### src/design/line_refill_pkg.sv
package line_refill_pkg;

    // ##########################################################
    // Widths
    // ##########################################################

    localparam int unsigned ADDR_WIDTH       = 32;
    localparam int unsigned LINE_WIDTH       = 128;
    localparam int unsigned LINE_OFFSET_BITS = 4;     // 16-byte lines

    // ##########################################################
    // Data window remap
    // ##########################################################

    localparam int unsigned WINDOW_SEL_LSB  = 16;    // Address bits 19:16 select the window
    localparam int unsigned WINDOW_SEL_BITS = 4;
    localparam logic [ADDR_WIDTH-1:0] DATA_WINDOW_BASE = 32'h0000_0800;

    // ##########################################################
    // Port types
    // ##########################################################

    typedef struct packed {
        logic                  cs;
        logic                  we;
        logic [ADDR_WIDTH-1:0] addr;
        logic [LINE_WIDTH-1:0] wdata;
    } line_req_t;

    typedef struct packed {
        logic                  rvalid;
        logic [LINE_WIDTH-1:0] rdata;
    } line_rsp_t;

    typedef enum logic [1:0] {
        GRANT_IDLE  = 2'd0,
        GRANT_INSTR = 2'd1,
        GRANT_DATA  = 2'd2
    } grant_state_e;

endpackage

### src/design/refill_arbiter.sv
`timescale 1ns/1ps

module refill_arbiter (
    input  logic                       clk_i,
    input  logic                       rst_ni,

    input  line_refill_pkg::line_req_t instr_req_i,
    input  line_refill_pkg::line_req_t data_req_i,
    output line_refill_pkg::line_rsp_t instr_rsp_o,
    output line_refill_pkg::line_rsp_t data_rsp_o,

    output line_refill_pkg::line_req_t mem_req_o,
    input  line_refill_pkg::line_rsp_t mem_rsp_i
);
    import line_refill_pkg::*;

    grant_state_e          state_q;
    grant_state_e          state_d;

    logic                  data_rd;
    logic                  in_window;
    logic [ADDR_WIDTH-1:0] data_line;
    logic [ADDR_WIDTH-1:0] data_addr;

    // ##########################################################
    // Data address remap
    // ##########################################################

    assign data_rd   = data_req_i.cs & ~data_req_i.we;
    assign in_window = (data_req_i.addr[WINDOW_SEL_LSB +: WINDOW_SEL_BITS] == '0);

    assign data_line = {data_req_i.addr[ADDR_WIDTH-1:LINE_OFFSET_BITS],
                        {LINE_OFFSET_BITS{1'b0}}};

    assign data_addr = in_window ? (data_line + DATA_WINDOW_BASE)
                                 : data_req_i.addr;

    // ##########################################################
    // Request path
    // ##########################################################

    always_comb begin
        mem_req_o       = '0;
        mem_req_o.wdata = data_req_i.wdata;      // Only the data side writes

        if (instr_req_i.cs) begin                // Fixed priority
            mem_req_o.cs   = 1'b1;
            mem_req_o.addr = instr_req_i.addr;
        end else if (data_req_i.cs) begin
            mem_req_o.cs   = 1'b1;
            mem_req_o.we   = data_req_i.we;
            mem_req_o.addr = data_addr;
        end
    end

    // ##########################################################
    // Grant state
    // ##########################################################

    always_comb begin
        state_d = state_q;

        case (state_q)
            GRANT_IDLE: begin
                if (instr_req_i.cs) begin
                    state_d = GRANT_INSTR;
                end else if (data_rd) begin
                    state_d = GRANT_DATA;
                end
            end

            GRANT_INSTR: begin
                if (instr_req_i.cs) begin
                    state_d = GRANT_INSTR;         // Held until after its rvalid
                end else if (data_rd) begin
                    state_d = GRANT_DATA;          // Waiting data read takes over
                end else begin
                    state_d = GRANT_IDLE;
                end
            end

            GRANT_DATA: begin
                if (data_rd) begin
                    state_d = GRANT_DATA;          // Read in flight keeps ownership
                end else if (instr_req_i.cs) begin
                    state_d = GRANT_INSTR;
                end else begin
                    state_d = GRANT_IDLE;
                end
            end

            default: begin
                state_d = GRANT_IDLE;
            end
        endcase
    end

    always_ff @(posedge clk_i) begin
        if (!rst_ni) begin
            state_q <= GRANT_IDLE;
        end else begin
            state_q <= state_d;
        end
    end

    // ##########################################################
    // Response steering
    // ##########################################################

    always_comb begin
        instr_rsp_o = '0;
        data_rsp_o  = '0;

        case (state_q)
            GRANT_INSTR: begin
                instr_rsp_o = mem_rsp_i;
            end
            GRANT_DATA: begin
                data_rsp_o = mem_rsp_i;
            end
            default: begin
                instr_rsp_o = '0;
                data_rsp_o  = '0;
            end
        endcase
    end

endmodule

### config.mk
export PLATFORM = sky130hd
export DESIGN_NAME = refill_arbiter
export DESIGN_NICKNAME = d
export VERILOG_FILES = /design/src/design/line_refill_pkg.sv /design/src/design/refill_arbiter.sv
export SDC_FILE = /design/constraint.sdc
export NUM_CORES = 1
export LEC_CHECK = 0
export BUFFER_PORTS_ARGS = -buffer_cell sky130_fd_sc_hd__buf_2
export CAP_MARGIN = 0
export CORE_AREA = 2 2 338 340
export DETAILED_ROUTE_END_ITERATION = 7
export DIE_AREA = 0 0 340 342
export GPL_ROUTABILITY_DRIVEN = 0
export PLACE_DENSITY_LB_ADDON = 0.25
export SYNTH_ARGS = -nofsm -noshare
export SYNTH_HDL_FRONTEND = slang
export SYNTH_SLANG_ARGS = --single-unit
### constraint.sdc
create_clock -name clk_i -period 2.3 [get_ports clk_i]
set_input_delay 0.46 -clock clk_i [delete_from_list [all_inputs] [get_ports clk_i]]
set_output_delay 0.46 -clock clk_i [all_outputs]
set_load 0.005 [all_outputs]
# ---- Yosys cells after proc, flatten, opt, wreduce, memory -nomap -nowiden
# Cells that the tools add are included.
dict set report op_classes {
  add_sub_neg 1
  eq_ne 3
  mux 14
  bitwise_logic 2
  n_reduce_logical 2
}
# op n
set ops {}
lappend ops {{$mux W129} 2}
lappend ops {{$mux W32} 2}
lappend ops {{$mux W34} 1}
lappend ops {{$add A32 B12 Y32 const B} 1}
lappend ops {{$mux W2} 5}
lappend ops {{$pmux W2 S3} 1}
lappend ops {{$logic_not A4 Y1} 1}
lappend ops {{$mux W1} 3}
lappend ops {{$ne A3 B3 Y1 const B} 1}
lappend ops {{$eq A2 B1 Y1 const B} 1}
lappend ops {{$eq A2 B2 Y1 const B} 1}
lappend ops {{$logic_not A2 Y1} 1}
lappend ops {{$and A1 B1 Y1} 1}
lappend ops {{$not A1 Y1} 1}
dict set report totals {
  regBits 2
  inputBits 455
  output_inout_bits 420
  word_cells 23
}

# ---- Longest topological paths before layout
dict set report depth {
  word_depth 5
  mapped_depth 5
  depth_no_buf 4
}

# ---- Worst setup path before layout
# Ideal clock, no wire load.
dict set report synth_timing {
  path_type {input port to output port}
  start {in data_req_i[147] (netlist bit)}
  end {out mem_req_o[143] (netlist bit)}
  t_arrival_ps 1554
  slack_ps 286
  stages 3
  path_cell_list {or4_4 -> or4_1 -> nand3_1}
}
# element line
set synth_lines {}
lappend synth_lines {{start: declaration} refill_arbiter.sv:8} ;# input line_refill_pkg::line_req_t data_req_i,
lappend synth_lines {{end: declaration} refill_arbiter.sv:12} ;# output line_refill_pkg::line_req_t mem_req_o,

==> run summary <==
More flip-flops sit in one register than any other, and that register is state_q. Initial antenna violation count: 85. Traced cell by cell, the critical path runs through buf_6, or4_4, or4_4, nand3_4, buf_8.

In this design, the largest share of critical-path delay is due to simple AND/OR/NAND/NOR gates. The clock sink total is 2, and the flip-flop count of the largest register, all copies and words added is 2. The logs give 1.21% for the proportion of synthesized chip area in sequential cells and 875 for the number of top-level pins. The total via count after detailed routing was 5076. The critical path launch point type was a primary input. After global routing the overflow that remains totals 0. In this run, distinct cell masters in the synthesized netlist total 27. The total CTS buffers came out at 3. Synthesis produced a netlist with a net count of 976. Predominant post-synthesis flop cell: sky130_fd_sc_hd__dfxtp_1.

The critical path is of the in -> out type. The HPWL after detailed placement is 46200 um. For the final worst-path setup slack, the log shows 5.31 ps. In the global route stage, overall resource usage came out at 7.85%.

The die is 342 um tall. For the worst setup path, the data arrival time is 1830 ps. Dividing the synthesized area by the synthesized cell count gives 6.35 um^2.

Setup repair after global routing could not meet its margin everywhere. The run gives 436 MHz as the maximum clock rate. The count of endpoints failing hold in the final timing report is 0. After synthesis the cells add up to 3300 um^2. Between clock sinks in the finished design, the worst skew comes to 1.33 ps. After floorplanning, the core was divided into 124 placement rows. The worst slew margin relative to its limit was 69.1%; the clock-pin slew reported for the worst setup and hold paths after clock tree synthesis was 30 ps. In this run the power density over the cells is 151 nW/um^2. The total of buffers placed on input and output ports was 489.

Clock tree synthesis selected as its root buffer the cell sky130_fd_sc_hd__clkbuf_16. The critical path contains buffers and inverters numbering 2 combined. The post-placement setup slack is -159 ps, and the number of DRC markers after the initial detailed-route iteration is 128. The number of flops mapped to enable cells by yosys was 0. The worst setup path is captured at an output pin. The gate count after technology mapping is 520.

The logs give 1 for the total number of H-tree levels and 0 for the number of buffers inserted for hold repair after clock tree synthesis. For this run, the post-layout net count is 1320. The yosys synthesis warning count was 0. Dividing the detail-routed via count by the number of cells gives 2.13. The run finished with clean final reports. The peak supply drop came out at 142 uV. The tools report the fill cell instance count of the final layout as 13.5k. At the later pin of the worst-skew pair, clock insertion delay measures 220 ps.

The largest registers in the layout are state_q x2. The static leakage is 3.45 nW, and the area of the core is 113000 um^2. The class of the worst hold path is in -> reg. The largest single stage delay on the critical path is 540 ps. The slew at the pin with the worst max-slew slack works out to 464 ps.

The final critical path time including I/O delays and setup works out to 2290 ps. The fraction of registers with async set/reset is 0%, and the flop and latch count out of synthesis is 2. Area growth from synthesis to final layout: 107%. No sink is reached through more buffers than the 2 on the longest clock path.

The run gives 88 as the maximum number of pins on one net before global-route repair. In this design, the critical path's most frequently occurring cell is sky130_fd_sc_hd__or4_4. In the routed design, unresolved DRC markers number 0. On the critical path, the stage with the largest delay is an instance of sky130_fd_sc_hd__or4_4.

After detailed routing, the total wire length is 48600 um. Along the worst path, the maximum fanout reaches 3. STA puts the critical path data required time at 1840 ps.

Measured along the x axis, the die boundary spans 340 um. The first global-routing pass estimated 57700 um of wire. The die covers 116000 um^2. The final count of negative-setup-slack endpoints is 0, and the initial core utilization is 2.92%. After detailed routing, the average wire length per cell comes to 20.4 um. The number of global-route vias before repair was 4622; the hold slack was 482 ps. Of the available clock period, the critical path in the final layout requires 99.8%. In this run the remaining antenna-violating nets after routing total 0. The first-pass iteration count of the detailed router is 4. The ratio of cells with drive above 1 in the final layout was 59.6%. Number of max-slew violations in the final report: 0.

Max-cap violations in this run came to 0. TritonCTS built the clock tree.
[cells by family (layout without fill, tap and decap cells)]
group	Yosys count	in the layout	synth area share (%)
AOI/OAI and AO/OA	35	35	7.04
xor gates and xnor gates	1	1	0.265
adders and majority gates	1	1	0.379
buffers and inverters	165	507	33.3
DFF	2	2	1.21
muxes	1	1	0.303
other	0	5	0
and+or+nand+nor	315	315	57.5
[what timing repair did]
action / 4_1_cts / 5_1_grt
gates resized for setup: 5 / 9
cloned: 0 / 0
buffers inserted: 0 / 0
pin swaps: 1 / 1
setup endpoints to repair: 2 / 7
[metal layers]
metal	up-vias	global-route usage [%]	part of all wire (%)
met5	-	0	0.056
met4	4	1.42	3.3
met3	172	4.75	16
met2	624	11.9	41
met1	2110	9.46	39
li1	2166	-	-
[layout by cell type (no fill, tap or decap), types with 2 or more instances in the layout]
cell | netlist | final
sky130_fd_sc_hd__buf_12 | 0 | 3
sky130_fd_sc_hd__dfxtp_1 | 2 | 2
sky130_fd_sc_hd__a22o_1 | 12 | 12
sky130_fd_sc_hd__nand4_1 | 2 | 2
sky130_fd_sc_hd__buf_6 | 0 | 5
sky130_fd_sc_hd__nor2b_4 | 0 | 2
sky130_fd_sc_hd__diode_2 | 0 | 5
sky130_fd_sc_hd__clkbuf_16 | 0 | 3
sky130_fd_sc_hd__o211ai_1 | 2 | 2
sky130_fd_sc_hd__nand3_1 | 5 | 4
sky130_fd_sc_hd__and2_1 | 259 | 259
sky130_fd_sc_hd__nor2_1 | 3 | 3
sky130_fd_sc_hd__buf_4 | 128 | 10
sky130_fd_sc_hd__or4_4 | 1 | 2
sky130_fd_sc_hd__nor2b_1 | 4 | 2
sky130_fd_sc_hd__o21ai_0 | 18 | 18
sky130_fd_sc_hd__buf_2 | 0 | 485
sky130_fd_sc_hd__nand2_1 | 33 | 33
[path summary, 6_finish.rpt]
check,endpoint,slack (ps),cells after the start,from
min,state_q[1],480,2,rst_ni
min reg2reg,state_q[0],610,2,state_q[1]
max,mem_req_o[143],5,5,data_req_i[147]
max reg2reg,state_q[1],1050,3,state_q[1]
[area by class of cell]
type                    instances  area [um^2]  share of cell area (%)
well taps                    1512         1890                    27.6
clock buffers                   3         75.1                    1.10
repair buffers                504         2630                    38.5
flip-flops and latches          2         40.0                   0.585
multi-input cells             353         2200                    32.1
diodes                          5         12.5                   0.183
[cell usage after synthesis, types with 2 or more instances]
library cell                 n  area (um^2)
sky130_fd_sc_hd__a22o_1     12          105
sky130_fd_sc_hd__and2_1    259         1620
sky130_fd_sc_hd__buf_4     128          961
sky130_fd_sc_hd__clkbuf_1   36          135
sky130_fd_sc_hd__dfxtp_1     2         40.0
sky130_fd_sc_hd__nand2_1    33          124
sky130_fd_sc_hd__nand3_1     5         25.0
sky130_fd_sc_hd__nand4_1     2         12.5
sky130_fd_sc_hd__nor2_1      3         11.3
sky130_fd_sc_hd__nor2b_1     4         25.0
sky130_fd_sc_hd__o211ai_1    2         15.0
sky130_fd_sc_hd__o21ai_0    18         90.1
sky130_fd_sc_hd__or4_1       2         15.0
[stage by stage]
stage	area [um^2]	std cells	utilization [%]	power [mW]	TNS [ps]
floorplan	3300	520	-	0.443	0
global placement	6710	2371	5.93	0.788	-203
detailed placement	6710	2371	5.93	0.785	-212
CTS	6800	2374	6.01	1.06	-34.0
global route	6840	2374	6.04	1.13	-73.7
finish	6850	2379	6.06	1.04	0
[where the power goes]
| group | switching [mW] | leakage [nW] | internal, mW |
|---|---|---|---|
| Combinational | 0.381 | 3.40 | 0.353 |
| Sequential | 0.00191 | 0.0165 | 0.0365 |
| Clock | 0.0416 | 0.0370 | 0.221 |
| Total | 0.425 | 3.45 | 0.611 |
(Power assumes the default switching activity.)
